===== config.mk =====
export PLATFORM = sky130hd
export DESIGN_NAME = copper_pc_counter
export DESIGN_NICKNAME = d
export VERILOG_FILES = /design/src/copper_pkg.sv /design/src/copper_pc_counter.sv
export SDC_FILE = /design/constraint.sdc
export NUM_CORES = 1
export LEC_CHECK = 0
export BUFFER_PORTS_ARGS = -buffer_cell sky130_fd_sc_hd__buf_2
export CORE_UTILIZATION = 43
export DETAILED_ROUTE_END_ITERATION = 8
export GPL_TIMING_DRIVEN = 0
export PLACE_DENSITY_LB_ADDON = 0.1
export SLEW_MARGIN = 20
export SYNTH_ARGS = -nofsm -noshare
export SYNTH_HDL_FRONTEND = slang
export SYNTH_SLANG_ARGS = --single-unit

===== constraint.sdc =====
create_clock -name clk -period 1.4 [get_ports clk]
set_input_delay 0.07 -clock clk [delete_from_list [all_inputs] [get_ports clk]]
set_output_delay 0.07 -clock clk [all_outputs]
set_load 0.01 [all_outputs]

===== src/copper_pkg.sv =====
////////////////////////////////////////////////////////////
// Copper shared definitions
// Opcode and sequencer state encodings, field widths and
// bit positions of the 32-bit instruction word
////////////////////////////////////////////////////////////
`default_nettype none

package copper_pkg;

    // Instruction word is {word1, word2}, word1 in the upper half
    localparam int INSN_WIDTH     = 32;
    localparam int OPCODE_WIDTH   = 4;
    localparam int OPCODE_LSB     = 28;

    // Beam coordinates and WAIT/SKIP target positions
    localparam int COORD_WIDTH    = 11;
    localparam int Y_LSB          = 16;
    localparam int X_LSB          = 4;

    // WAIT/SKIP flag bits, in the low bits of word2
    localparam int FLAG_IGNORE_V  = 0;
    localparam int FLAG_IGNORE_H  = 1;

    // JMP target is a word address, byte address bit 16 dropped
    localparam int JMP_LSB        = 17;

    // MOVER/MOVEP register or palette byte
    localparam int MOVE_ADDR_LSB   = 16;
    localparam int MOVE_ADDR_WIDTH = 8;

    // XR write bus
    localparam int XR_ADDR_WIDTH  = 16;
    localparam int XR_DATA_WIDTH  = 16;

    // Control register: [15] enable, low bits initial PC
    localparam int CTRL_WIDTH     = 16;
    localparam int CTRL_EN_BIT    = 15;

    // Colour memory, top byte forms the MOVEP upper address
    localparam logic [XR_ADDR_WIDTH-1:0] COLOR_MEM_BASE = 16'h8000;

    typedef enum logic [OPCODE_WIDTH-1:0] {
        OP_WAIT  = 4'b0000,
        OP_SKIP  = 4'b0010,
        OP_JMP   = 4'b0100,
        OP_MOVER = 4'b1001,
        OP_MOVEP = 4'b1011
    } opcode_e;

    typedef enum logic [2:0] {
        ST_INIT    = 3'd0,
        ST_FETCH   = 3'd1,
        ST_LATCH   = 3'd2,
        ST_PRECOMP = 3'd3,
        ST_EXEC    = 3'd4
    } seq_state_e;

endpackage

`default_nettype wire

===== src/copper_pc_counter.sv =====
////////////////////////////////////////////////////////////
// Copper program counter
// Control register (enable, initial PC) and the PC with
// increment, skip, jump and frame restart loads
////////////////////////////////////////////////////////////
`default_nettype none
`timescale 1ns/1ns

module copper_pc_counter
    import copper_pkg::*;
#(
    parameter int PC_WIDTH = 10
) (
    input  logic                  clk,
    input  logic                  copp_reset,
    input  logic                  ctrl_wr_i,
    input  logic                  frame_restart_i,
    input  logic                  pc_inc_i,
    input  logic                  pc_skip_i,
    input  logic                  pc_jump_i,
    input  logic [CTRL_WIDTH-1:0] ctrl_data_i,
    input  logic [PC_WIDTH-1:0]   jmp_target_i,
    output logic                  copper_en_o,
    output logic [PC_WIDTH-1:0]   pc_o
);

    logic                copper_en_q;
    logic [PC_WIDTH-1:0] init_pc_q;
    logic [PC_WIDTH-1:0] pc_q;
    // PC + 1 precomputed ahead of EXEC for a taken SKIP
    logic [PC_WIDTH-1:0] pc_skip_q;

    assign copper_en_o = copper_en_q;
    assign pc_o        = pc_q;

    // Control register write is visible on the next cycle
    always_ff @(posedge clk) begin
        if (copp_reset) begin
            copper_en_q <= 1'b0;
            init_pc_q   <= '0;
        end else if (ctrl_wr_i) begin
            copper_en_q <= ctrl_data_i[CTRL_EN_BIT];
            init_pc_q   <= ctrl_data_i[PC_WIDTH-1:0];
        end
    end

    always_ff @(posedge clk) begin
        pc_skip_q <= pc_q + PC_WIDTH'(1);
    end

    // Restart first, then jump, skip and plain increment
    always_ff @(posedge clk) begin
        if (copp_reset) begin
            pc_q <= '0;
        end else if (frame_restart_i) begin
            pc_q <= init_pc_q;
        end else if (pc_jump_i) begin
            pc_q <= jmp_target_i;
        end else if (pc_skip_i) begin
            pc_q <= pc_skip_q;
        end else if (pc_inc_i) begin
            pc_q <= pc_q + PC_WIDTH'(1);
        end
    end

endmodule

`default_nettype wire


# After elaboration in Yosys (flattened, before gate mapping)
# Cells that the tools add are included.
[totals]
romBits = 0
ff_bits = 31
n_memories = 0
elab_cells = 10
output_inout_bits = 11
mem_bits_rw = 0
inputBits = 33
latchBits = 0
[classes]
reduce_logical = 1
n_shift = 0
n_mul = 0
div_mod_pow = 0
magnitude_cmp = 0
eq_ne = 0
add_sub_neg = 1
mux = 4
n_bitwise = 0
[op_table]
columns = ["op", "count"]
rows = [
  ["$mux W10", 4],
  ["$add A10 B1 Y10 const B", 1],
  ["$reduce_bool A4 Y1", 1],
]

# Depth between registers and ports, before layout
# Gate-level depths: netlist of run 1.
[logic_depth]
ltp_word = 5
mapped_depth = 6
depth_no_buf = 5

# Least setup slack after synthesis of run 1
# No wires, ideal clock.
[synth_timing]
path_kind = "flip-flop to flip-flop"
startpoint = "reg pc_q[3] (netlist: pc_o[3])"
endpoint = "reg pc_q[7] (netlist: pc_o[7])"
setup_slack_ns = -0.186
period_less_slack_ns = 1.586
required_time_ns = 1.326
n_path_buf = 1
arrival_ns = 1.511
setup_ns = 0.074
path_stages_with_launch = 6
path_cell_list = "dfxtp_1 > and4_1 > buf_2 > nand2_1 > or4_1 > a31oi_1"
[synth_via]
elab_chain_cells = 5
[synth_lines]
columns = ["element", "line", "rtl"]
rows = [
  ["start, declared", "copper_pc_counter.sv:29", "logic [PC_WIDTH-1:0] pc_q;"],
  ["start signal, assigned", "copper_pc_counter.sv:56", "pc_q <= init_pc_q;"],
  ["start signal, assigned", "copper_pc_counter.sv:58", "pc_q <= jmp_target_i;"],
  ["start signal, assigned", "copper_pc_counter.sv:60", "pc_q <= pc_skip_q;"],
  ["$add A10 B1 Y10", "copper_pc_counter.sv:62", "pc_q <= pc_q + PC_WIDTH'(1);"],
  ["$mux W10", "copper_pc_counter.sv:61", "end else if (pc_inc_i) begin"],
  ["$mux W10", "copper_pc_counter.sv:59", "end else if (pc_skip_i) begin"],
  ["$mux W10", "copper_pc_counter.sv:57", "end else if (pc_jump_i) begin"],
  ["$mux W10", "copper_pc_counter.sv:55", "end else if (frame_restart_i) begin"],
]
# No other way between the ends. The select of a mux whose other input is x is not followed.
# A chain may end at the register's enable or synchronous reset.

# Worst setup path in the final report of run 1
[layout_timing]
startpoint = "reg pc_q[5] (netlist: pc_o[5])"
endpoint = "reg pc_q[5] (netlist: pc_o[5])"
# The elaborated chain is that of the path after synthesis.

==> summary.txt, run 1 <==
Timing
  • Max-slew violations: 0
  • Slew margin rel.: a little over two fifths
  • Fin crit period: around 1.6 ns
  • Final worst-path cycle share: 111.4%
  • Unrepaired setup endpoints after global routing: yes
  • Final Hold Fails: 0
  • Measured slew at the worst slew-check pin: around 0.86 ns
  • Fin worst setup slack: -0.1592 ns
  • Max Clock Skew: 0.006141 ns
  • Achievable frequency: 641.3 MHz
  • Setup-failing EPs final: 2

Worst hold path
  • Hold crit path type: in2reg
  • Worst Hold Path Cells: 3
  • Hold_sp: jmp_target_i[2]
  • Sink of the worst hold path: pc_o[2]$_SDFFE_PP0P_

Setup path
  • R2R setup slack: -0.16 ns
  • CP max stage cell: dfxtp_4
  • WP buf/inv: 0
  • CP Launch Type: flip-flop
  • CP delay by family, top: simple AND/OR/NAND/NOR gates
  • Reg2reg start: pc_o[5]$_SDFFE_PP0P_
  • R2R cell count: 4
  • CP Data Arrival Time: 1.82 ns
  • Worst reg2reg endpoint: pc_o[5]$_SDFFE_PP0P_
  • Stages on worst setup path: 4
  • Crit-path max FO: 3
  • Element type at the critical path end: flip-flop
  • Req. time, crit path: ~1.7 ns
  • Critical Path Source: pc_o[5]$_SDFFE_PP0P_
  • Worst Path Class, Setup: reg2reg
  • Cell Chain, Critical Path: or3b_1, or3_1, a311o_1, a31oi_1
  • Max stage delay on crit path: approximately 0.36 ns

Clock network
  • CTS sink count: 31
  • Htree depth: 2
  • CTS tree: done
  • Root buffer cell: clkbuf_4
  • Total CTS buffers: 5
  • Clock slew at reported path FFs: roughly 0.1 ns
  • Clk buf depth: 2
  • Clock latency on the worst-skew pair: 0.34 ns

Detailed routing
  • Vias/cell: 5.440
  • Final WL: 3948 um
  • ANT nets after route: 0
  • DRC violations left: 0
  • Drt pass-1 iters: 4
  • Avg WL per Cell: 14.46 um
  • Initial DRC Count: 87
  • Vias: between 1,000 and 1,500

Floorplan
  • Core box area: 0.003337 mm^2
  • Die width: 60.97 um
  • DIE HEIGHT: 60.97 um
  • Starting density of the core: between 40% and 50%
  • Io pins: 44
  • Site row count: 21
  • Full die area: 0.003717 mm^2

Layout
  • Post-layout util: 61.15%
  • Number of nets in the layout: 260
  • Syn-to-layout area delta: 36.49%
  • Most frequent cells in the layout: buf_2 (36), dfxtp_1 (24), mux2i_1 (16)
  • Commonest non-fill, non-tap cell in the layout: buf_2
  • Fillers: 322
  • Layout cells sized above 1: 30.84%
  • Antenna diodes: 0
  • Non-filler instance count after layout: between 200 and 300

Logic synthesis
  • Synth area leader: dfxtp_1
  • Mean Syn Cell Area: approximately 9.1 um^2
  • Yosys warns: 0
  • Largest cells by area after synthesis: dfxtp_1 (42%), mux2i_1 (11%), nor2_1 (3.5%)
  • Top_reg_cell synth: dfxtp_1
  • Yosys reg bits: 31
  • Post-Synthesis Cells: approximately 170
  • Cell variety after synth: 45
  • Post-synth EDFFs: 0
  • Synth async-reset ratio: 0%
  • Mapped Nets: 199
  • Sequential share of the synthesized area: between 40% and 50%
  • Post-synth top area share: around two fifths
  • Synthesized area: roughly 0.0015 mm^2

Placed design
  • Half-perimeter wire length after placement: ~2700 um
  • Buffers on Ports: 36
  • Final GP Congestion: 0.8568
  • Dpl cells: 247
  • Place WS: -0.1659 ns

Power and ir drop
  • Max rail drop VDD: approximately 510 uV
  • Leak: 0.8558 nW
  • PwrDens: 956.2 mW/mm^2
  • Net Sw Frac: 27.65%
  • Overall power: between 1.5 and 2 mW
  • Internal: 1.412 mW
  • Clock power frac: 31.7%
  • P_sw: around 540 uW
  • Comb power frac: 17.5%
  • Part of the power in registers: between 50% and 60%

Global routing
  • Overall Global Routing Usage: 24.22%
  • Number of antenna violations at the first check in global routing: 0
  • Largest net degree at the start of global routing: 11
  • Number of global-route vias before repair: 1,397
  • Congestion Overflow GR: 0
  • First-pass GRT wire length: about 6400 um

Outcome
  • Failing checks: negative setup slack
  • Status: complete, but fails checks

Run
  • Max-cap viol count: 0
state kept, by name (all words and copies together) (netlist names):
register     flops
copper_en_o      1
init_pc_q       10
pc_o            10
pc_skip_q       10
through the flow:
step / setup TNS, ns / hold slack [ns] / area (um^2)
final: -0.2251 / 0.03285 / 2041
after global routing: -0.4635 / 0.03259 / 2041
after CTS: -0.1982 / 0.03158 / 2028
after detailed placement: -0.9771 / 0.3155 / 1745
after global placement: -0.8508 / 0.3051 / 1745
after floorplan: -0.2005 / 0.2168 / 1508
per-layer routing:
metal	global-route usage (%)	routed length, um
met3	6.397	253
met4	11.69	57
met1	31.33	1789
met2	37.52	1847
met5	0	0
worst reg2reg max path: cells and delay by family, from the launching register on:
kind	cells	cell delay, ns
AO/OA/AOI/OAI	2	0.46
flip-flops	1	0.36
AND/OR/NAND/NOR	2	0.66
cell families after synthesis:
family | count (synthesis) | synth area share (%)
AND/OR/NAND/NOR | 49 | 17.24
AO/OA/AOI/OAI | 38 | 17.66
flip-flops | 31 | 41.51
buffers and inverters | 19 | 5.105
multiplexers | 19 | 12.97
XOR/XNOR | 8 | 4.686
adder cells (fa/ha/maj) | 1 | 0.8367
final cells by class:
type                       instances  area (um^2)  share of cell area (%)
clock inverter                     1        7.507                  0.3679
tap                               46        57.56                   2.820
sequential                        31        641.9                   31.45
clock buffer                       7        65.06                   3.188
timing repair buffer              54        345.3                   16.92
inverter                           8        30.03                   1.471
buffer                            11        62.56                   3.066
multi-input combinational        115        830.8                   40.71
power by group through the flow:
stage | Sequential (mW) | Clock, mW | Combinational, mW
after floorplan | 1.01 | 0 | 0.169
after global placement | 1.01 | 0 | 0.273
after detailed placement | 1.02 | 0 | 0.281
after CTS | 0.987 | 0.629 | 0.338
after global routing | 0.997 | 0.671 | 0.382
final | 0.991 | 0.618 | 0.342
worst max-delay path by stage:
| stage | slack (ns) | end |
|---|---|---|
| after global routing | -0.21 | pc_o[5]$_SDFFE_PP0P_ |
| after CTS | -0.14 | pc_o[5]$_SDFFE_PP0P_ |
| after detailed placement | -0.17 | pc_o[5]$_SDFFE_PP0P_ |
| after floorplan | -0.10 | pc_o[5]$_SDFFE_PP0P_ |
| after global placement | -0.16 | pc_o[6]$_SDFFE_PP0P_ |
| final | -0.16 | pc_o[5]$_SDFFE_PP0P_ |
cells in the mapped netlist (3+ instances only):
cell	instances
o211ai_1	3
nor2_1	14
nand2_1	10
xnor2_1	6
a31oi_1	4
a22oi_1	3
mux2i_1	16
o21ai_0	6
a211oi_1	3
a21oi_1	4
nand3_1	5
clkbuf_1	7
o22ai_1	4
dfxtp_1	31
mux2_2	3
inv_1	7
what timing repair did:
item                       in CTS  in global routing
setup buffers                   6                  0
hold buffers                   12                  0
pin swaps                       2                  0
hold endpoints to repair       11                  0
setup endpoints to repair       7                  8
resized for setup              15                  2
(Power assumes the default switching activity.)
==> run 2: changes to the inputs <==
CELL_PAD_IN_SITES_DETAIL_PLACEMENT = 0   (was unset)
CELL_PAD_IN_SITES_GLOBAL_PLACEMENT = 1   (was unset)
CORE_UTILIZATION = 34   (was 43)
==> run 2 against run 1 <==
Net effect:
- the run still ends with negative setup slack left
- sequential power about the same
- critical path depth unchanged
- via count decreased by 5.0%
- register-to-register slack improved by 0.02 ns
- utilization decreased by 12 points
- hold slack got worse by 0.0092 ns
- clock-buffer cell count unchanged
- first-iteration DRC count increased by 23%
- setup slack improved by 0.015 ns
- largest cell class unchanged
- largest power group unchanged
==> summary.txt, run 2 (same netlist as run 1, synthesis figures left out) <==
Placed design
  • Dpl cells: 251 (was 247)
  • Final GP Congestion: 0.7921 (was 0.8568)
  • Half-perimeter wire length after placement: 3052 um (was 2749 um)
  • Place WS: -0.2302 ns (was -0.1659 ns)
  • Buffers on Ports: 36 (unchanged)
  • Cell Area, Placed: 0.001750 mm^2 (was 0.001745 mm^2)

Global routing
  • First-pass GRT wire length: 6720 um (was 6403 um)
  • Overall Global Routing Usage: 20.73% (was 24.22%)
  • Largest net degree at the start of global routing: 11 (unchanged)
  • Number of global-route vias before repair: 1,331 (was 1,397)
  • Number of antenna violations at the first check in global routing: 0 (unchanged)
  • Congestion Overflow GR: 0 (unchanged)

Detailed routing
  • Vias/cell: 5.226 (was 5.440)
  • Avg WL per Cell: 15.82 um (was 14.46 um)
  • DRC violations left: 0 (unchanged)
  • Initial DRC Count: 107 (was 87)
  • Drt pass-1 iters: 4 (unchanged)
  • ANT nets after route: 0 (unchanged)
  • Final WL: 4271 um (was 3948 um)
  • Vias: 1,411 (was 1,485)

Floorplan
  • Die width: 68.32 um (was 60.97 um)
  • Full die area: 0.004667 mm^2 (was 0.003717 mm^2)
  • Io pins: 44 (unchanged)
  • Site row count: 23 (was 21)
  • DIE HEIGHT: 68.32 um (was 60.97 um)
  • Starting density of the core: 36.33% (was 44.81%)
  • Core box area: 0.004115 mm^2 (was 0.003337 mm^2)

Setup path
  • CP delay by family, top: simple AND/OR/NAND/NOR gates (unchanged)
  • Worst Path Class, Setup: reg2reg (unchanged)
  • R2R cell count: 4 (unchanged)
  • Element type at the critical path end: flip-flop (unchanged)
  • Worst reg2reg endpoint: pc_o[5]$_SDFFE_PP0P_ (unchanged)
  • CP max stage cell: dfxtp_4 (unchanged)
  • CP Launch Type: flip-flop (unchanged)
  • Req. time, crit path: 1.60 ns (was 1.66 ns)
  • R2R setup slack: -0.14 ns (was -0.16 ns)
  • Crit-path max FO: 4 (was 3)
  • Max stage delay on crit path: 0.35 ns (was 0.36 ns)
  • CP Data Arrival Time: 1.74 ns (was 1.82 ns)
  • Reg2reg start: pc_o[5]$_SDFFE_PP0P_ (unchanged)
  • WP buf/inv: 0 (unchanged)
  • Critical Path Source: pc_o[5]$_SDFFE_PP0P_ (unchanged)
  • Cell Chain, Critical Path: or3b_1, or3_1, a311o_1, a31oi_1 (unchanged)

Clock network
  • CTS tree: done (unchanged)
  • Htree depth: 2 (unchanged)
  • Clock latency on the worst-skew pair: 0.28 ns (was 0.34 ns)
  • CTS hold repair buffers: 0 (was 12)
  • CTS sink count: 31 (unchanged)
  • Clk buf depth: 2 (unchanged)
  • Root buffer cell: clkbuf_8 (was clkbuf_4)
  • Total CTS buffers: 5 (unchanged)
  • Clock slew at reported path FFs: 0.06 ns (was 0.10 ns)

Timing
  • Final worst-path cycle share: 110.3% (was 111.4%)
  • Max Clock Skew: 0.003449 ns (was 0.006141 ns)
  • Unrepaired setup endpoints after global routing: yes (unchanged)
  • Achievable frequency: 647.6 MHz (was 641.3 MHz)
  • Fin worst setup slack: -0.1441 ns (was -0.1592 ns)
  • Final setup TNS: -0.4687 ns (was -0.2251 ns)
  • Fin crit period: 1.544 ns (was 1.559 ns)
  • Measured slew at the worst slew-check pin: 0.6585 ns (was 0.8633 ns)
  • Final Hold Fails: 0 (unchanged)
  • Setup-failing EPs final: 5 (was 2)
  • Slew margin rel.: 56.10% (was 41.97%)
  • Max-slew violations: 0 (unchanged)

Layout
  • Number of nets in the layout: 253 (was 260)
  • Layout cells sized above 1: 34.09% (was 30.84%)
  • Non-filler instance count after layout: 270 (was 273)
  • Antenna diodes: 0 (unchanged)
  • Final Cell Area: 0.002017 mm^2 (was 0.002041 mm^2)
  • Most frequent cells in the layout: buf_2 (36), dfxtp_1 (24), mux2i_1 (16) (unchanged)
  • Syn-to-layout area delta: 34.90% (was 36.49%)
  • Commonest non-fill, non-tap cell in the layout: buf_2 (unchanged)

Power and ir drop
  • Comb power frac: 16.9% (was 17.5%)
  • Internal: 1.455 mW (was 1.412 mW)
  • Part of the power in registers: 49.7% (was 50.8%)
  • PwrDens: 986.4 mW/mm^2 (was 956.2 mW/mm^2)
  • Leak: 0.8655 nW (was 0.8558 nW)
  • Max rail drop VDD: 504.7 uV (was 507.2 uV)
  • Clock power frac: 33.4% (was 31.7%)
  • Net Sw Frac: 26.88% (was 27.65%)
  • P_sw: 534.8 uW (was 539.4 uW)

Worst hold path
  • Hold_sp: ctrl_data_i[8] (was jmp_target_i[2])
  • Worst Hold Path Cells: 3 (unchanged)
  • Hold crit path type: in2reg (unchanged)
  • Sink of the worst hold path: init_pc_q[8]$_SDFFE_PP0P_ (was pc_o[2]$_SDFFE_PP0P_)

Outcome
  • Status: complete, but fails checks (unchanged)
  • Failing checks: negative setup slack (unchanged)

Run
  • Max-cap viol count: 0 (unchanged)
## run 2: worst register-to-register path, stage by stage, from the launching register on
cell	delay [ns]
dfxtp_4	0.35
or3b_1	0.36
or3_1	0.30
a311o_1	0.31
a31oi_1	0.15
## run 2: worst max-delay path by stage
stage                                end  slack, ns  depth (start not counted)
floorplan           pc_o[5]$_SDFFE_PP0P_      -0.10                          4
global placement    pc_o[6]$_SDFFE_PP0P_      -0.19                          6
detailed placement  pc_o[9]$_SDFFE_PP0P_      -0.23                          5
CTS                 pc_o[5]$_SDFFE_PP0P_      -0.16                          4
global route        pc_o[5]$_SDFFE_PP0P_      -0.19                          4
finish              pc_o[5]$_SDFFE_PP0P_      -0.14                          4
## run 2: power groups by stage
| stage | logic, mW | registers, mW | clock network (mW) |
|---|---|---|---|
| 3_5_place_dp | 0.285 | 1.02 | 0 |
| 5_1_grt | 0.375 | 0.997 | 0.737 |
| 6_report | 0.336 | 0.989 | 0.664 |
| 2_1_floorplan | 0.169 | 1.01 | 0 |
| 4_1_cts | 0.311 | 0.991 | 0.686 |
| 3_3_place_gp | 0.278 | 1.01 | 0 |
## run 2: repair_timing
item                                    4_1_cts  5_1_grt
endpoints found under the setup margin        7        8
gates resized for setup                      17       10
pin swaps                                     2        7
buffers inserted                              5        6
## run 2: cell type report
class | instances | area (um^2)
Fill cell | 406 | 2098
Multi-Input combinational cell | 115 | 868.3
Sequential cell | 31 | 644.4
Timing Repair Buffer | 47 | 266.5
Clock buffer | 7 | 76.32
Buffer | 11 | 63.81
Tap cell | 50 | 62.56
Inverter | 8 | 30.03
Clock inverter | 1 | 5.005
## run 2: per-stage QoR
stage | total power [mW] | hold slack [ns] | utilization (%)
finish | 1.989 | 0.02362 | 49.01
CTS | 1.988 | 0.02029 | 46.88
global placement | 1.292 | 0.3038 | 42.54
floorplan | 1.182 | 0.2168 | -
global route | 2.110 | 0.01357 | 49.01
detailed placement | 1.302 | 0.3132 | 42.54
## run 2: per-layer routing
metal  wire length, um  share of wire (%)  vias to the layer above  track usage [%]
met5                 0                  0                        -                0
met4                55                1.3                        0            7.031
met3               198                4.6                        7            6.000
met2              1981                 46                       36            32.97
met1              2036                 48                      652            26.53
li1                  -                  -                      716                -
==> run 3: changes to the inputs <==
==> constraint.sdc (replaced) <==
create_clock -name clk -period 1.4 [get_ports clk]
set_input_delay 0 -clock clk [delete_from_list [all_inputs] [get_ports clk]]
set_output_delay 0 -clock clk [all_outputs]
set_load 0.01 [all_outputs]
==> run 3 against run 2 <==
Net effect:
- register-to-register slack barely moved
- die area unchanged
- routed wire length rose by 3.0%
- critical path type unchanged
- clock power is 2% higher
- the flow still finishes with violations (negative setup slack)
==> summary.txt, run 3 (same netlist as run 1, synthesis figures left out) <==
Global routing
  • Met1 Use GR: 26.53% (unchanged)
  • First-pass GRT wire length: 6900 um (was 6720 um)
  • Overall Global Routing Usage: 21.22% (was 20.73%)
  • Met2 usage: 34.68% (was 32.97%)
  • Largest net degree at the start of global routing: 11 (unchanged)
  • Grt met3 use: 6.000% (unchanged)
  • Number of global-route vias before repair: 1,374 (was 1,331)
  • Most used routing layer: met2 (unchanged)
  • Congestion Overflow GR: 0 (unchanged)
  • Number of antenna violations at the first check in global routing: 0 (unchanged)

Floorplan
  • Starting density of the core: 36.33% (unchanged)
  • Site row count: 23 (unchanged)
  • Core box area: 0.004115 mm^2 (unchanged)
  • Die width: 68.32 um (unchanged)
  • Full die area: 0.004667 mm^2 (unchanged)
  • DIE HEIGHT: 68.32 um (unchanged)
  • Io pins: 44 (unchanged)

Timing
  • Final Hold Fails: 0 (unchanged)
  • Final worst-path cycle share: 110.3% (about the same)
  • Final setup TNS: -0.4660 ns (was -0.4687 ns)
  • Setup-failing EPs final: 5 (unchanged)
  • Hold Slack: 0.05451 ns (was 0.02362 ns)
  • Fin crit period: 1.545 ns (was 1.544 ns)
  • Max Clock Skew: 0.001990 ns (was 0.003449 ns)
  • Max-slew violations: 0 (unchanged)
  • Unrepaired setup endpoints after global routing: yes (unchanged)
  • Achievable frequency: 647.4 MHz (was 647.6 MHz)
  • Measured slew at the worst slew-check pin: 0.9688 ns (was 0.6585 ns)
  • Slew margin rel.: 34.87% (was 56.10%)
  • Fin worst setup slack: -0.1447 ns (was -0.1441 ns)

Clock network
  • CTS sink count: 31 (unchanged)
  • Clk buf depth: 2 (unchanged)
  • Total CTS buffers: 5 (unchanged)
  • CTS tree: done (unchanged)
  • Clock latency on the worst-skew pair: 0.28 ns (about the same)
  • Root buffer cell: clkbuf_8 (unchanged)
  • Htree depth: 2 (unchanged)
  • Clock slew at reported path FFs: 0.06 ns (about the same)

Detailed routing
  • Avg WL per Cell: 15.60 um (was 15.82 um)
  • Final WL: 4399 um (was 4271 um)
  • ANT nets after route: 0 (unchanged)
  • DRC violations left: 0 (unchanged)
  • Initial DRC Count: 78 (was 107)
  • Drt pass-1 iters: 4 (unchanged)
  • Vias/cell: 5.138 (was 5.226)
  • Vias: 1,449 (was 1,411)

Setup path
  • WP buf/inv: 0 (unchanged)
  • CP delay by family, top: simple AND/OR/NAND/NOR gates (unchanged)
  • Max stage delay on crit path: 0.35 ns (about the same)
  • CP Launch Type: flip-flop (unchanged)
  • Req. time, crit path: 1.60 ns (about the same)
  • Crit-path max FO: 4 (unchanged)
  • Worst Path Class, Setup: reg2reg (unchanged)
  • Cell Chain, Critical Path: or3b_1, or3_1, a311o_1, a31oi_1 (unchanged)
  • CP Data Arrival Time: 1.75 ns (was 1.74 ns)
  • Element type at the critical path end: flip-flop (unchanged)
  • CP max stage cell: dfxtp_4 (unchanged)

Layout
  • Most frequent cells in the layout: buf_2 (36), dfxtp_1 (24), mux2i_1 (16) (unchanged)
  • Final Cell Area: 0.002128 mm^2 (was 0.002017 mm^2)
  • Commonest non-fill, non-tap cell in the layout: buf_2 (unchanged)
  • Layout cells sized above 1: 32.33% (was 34.09%)
  • Syn-to-layout area delta: 42.34% (was 34.90%)
  • Antenna diodes: 0 (unchanged)
  • Number of nets in the layout: 265 (was 253)

Run
  • Max-cap viol count: 0 (unchanged)

Power and ir drop
  • Max rail drop VDD: 510.0 uV (was 504.7 uV)
  • Leak: 0.9131 nW (was 0.8655 nW)
  • Overall power: 2.024 mW (was 1.989 mW)
  • PwrDens: 950.9 mW/mm^2 (was 986.4 mW/mm^2)

Placed design
  • Place WS: -0.2144 ns (was -0.2302 ns)
  • Final GP Congestion: 0.7921 (unchanged)
  • Buffers on Ports: 36 (unchanged)
  • Half-perimeter wire length after placement: 3052 um (unchanged)
  • Cell Area, Placed: 0.001750 mm^2 (unchanged)

Worst hold path
  • Hold crit path type: in2reg (unchanged)

Outcome
  • Failing checks: negative setup slack (unchanged)
  • Status: complete, but fails checks (unchanged)
[run 3: cell count changes in the layout (fill, tap and decap cells not counted), sizes merged]
cell and change:
dlygate4sd3 +12
[run 3: power by group]
| group | leakage (nW) | internal [mW] | switching (mW) |
|---|---|---|---|
| logic | 0.610 | 0.185 | 0.176 |
| clock network | 0.0422 | 0.348 | 0.325 |
| registers | 0.261 | 0.944 | 0.0454 |
[run 3: worst min-delay path, delay by kind of cell]
family	cells	cell delay [ns]
compound gates	1	0.14
buf+inv	1	0.08
mux	1	0.07
[run 3: repair_timing]
action                                  in CTS  in global routing
endpoints found under the setup margin       7                  7
gates cloned                                 0                  0
gates resized for setup                     17                  9
pin swaps                                    2                  7
buffers inserted                             5                  6
endpoints found under the hold margin       11                  0
hold buffers                                12                  0
[run 3: metrics by stage]
step,utilization [%],std cells
final,51.72,282
after global routing,51.72,282
after CTS,49.80,276
after detailed placement,42.54,251
after global placement,42.54,251
after floorplan,-,165
[run 3: worst paths after layout]
kind,start,end,slack [ns],depth (start not counted)
max,pc_o[5]$_SDFFE_PP0P_,pc_o[5]$_SDFFE_PP0P_,-0.14,4
min,jmp_target_i[2],pc_o[2]$_SDFFE_PP0P_,0.05,3
max reg2reg,pc_o[5]$_SDFFE_PP0P_,pc_o[5]$_SDFFE_PP0P_,-0.14,4
min reg2reg,pc_o[5]$_SDFFE_PP0P_,pc_o[5]$_SDFFE_PP0P_,0.50,2
[run 3: layout make-up]
class,instances,area [um^2]
tap,50,62.56
multi-input combinational,115,859.6
fill,402,1987
inverter,8,30.03
sequential,31,644.4
clock inverter,1,5.005
clock buffer,7,76.32
timing repair buffer,59,386.6
buffer,11,63.81
[run 3: routing by layer]
| layer | routed length (um) | up-vias | share of wire [%] |
|---|---|---|---|
| met5 | 0 | - | 0 |
| met4 | 56 | 0 | 1.3 |
| met3 | 190 | 7 | 4.3 |
| met2 | 2057 | 39 | 47 |
| met1 | 2094 | 664 | 48 |
| li1 | - | 739 | - |
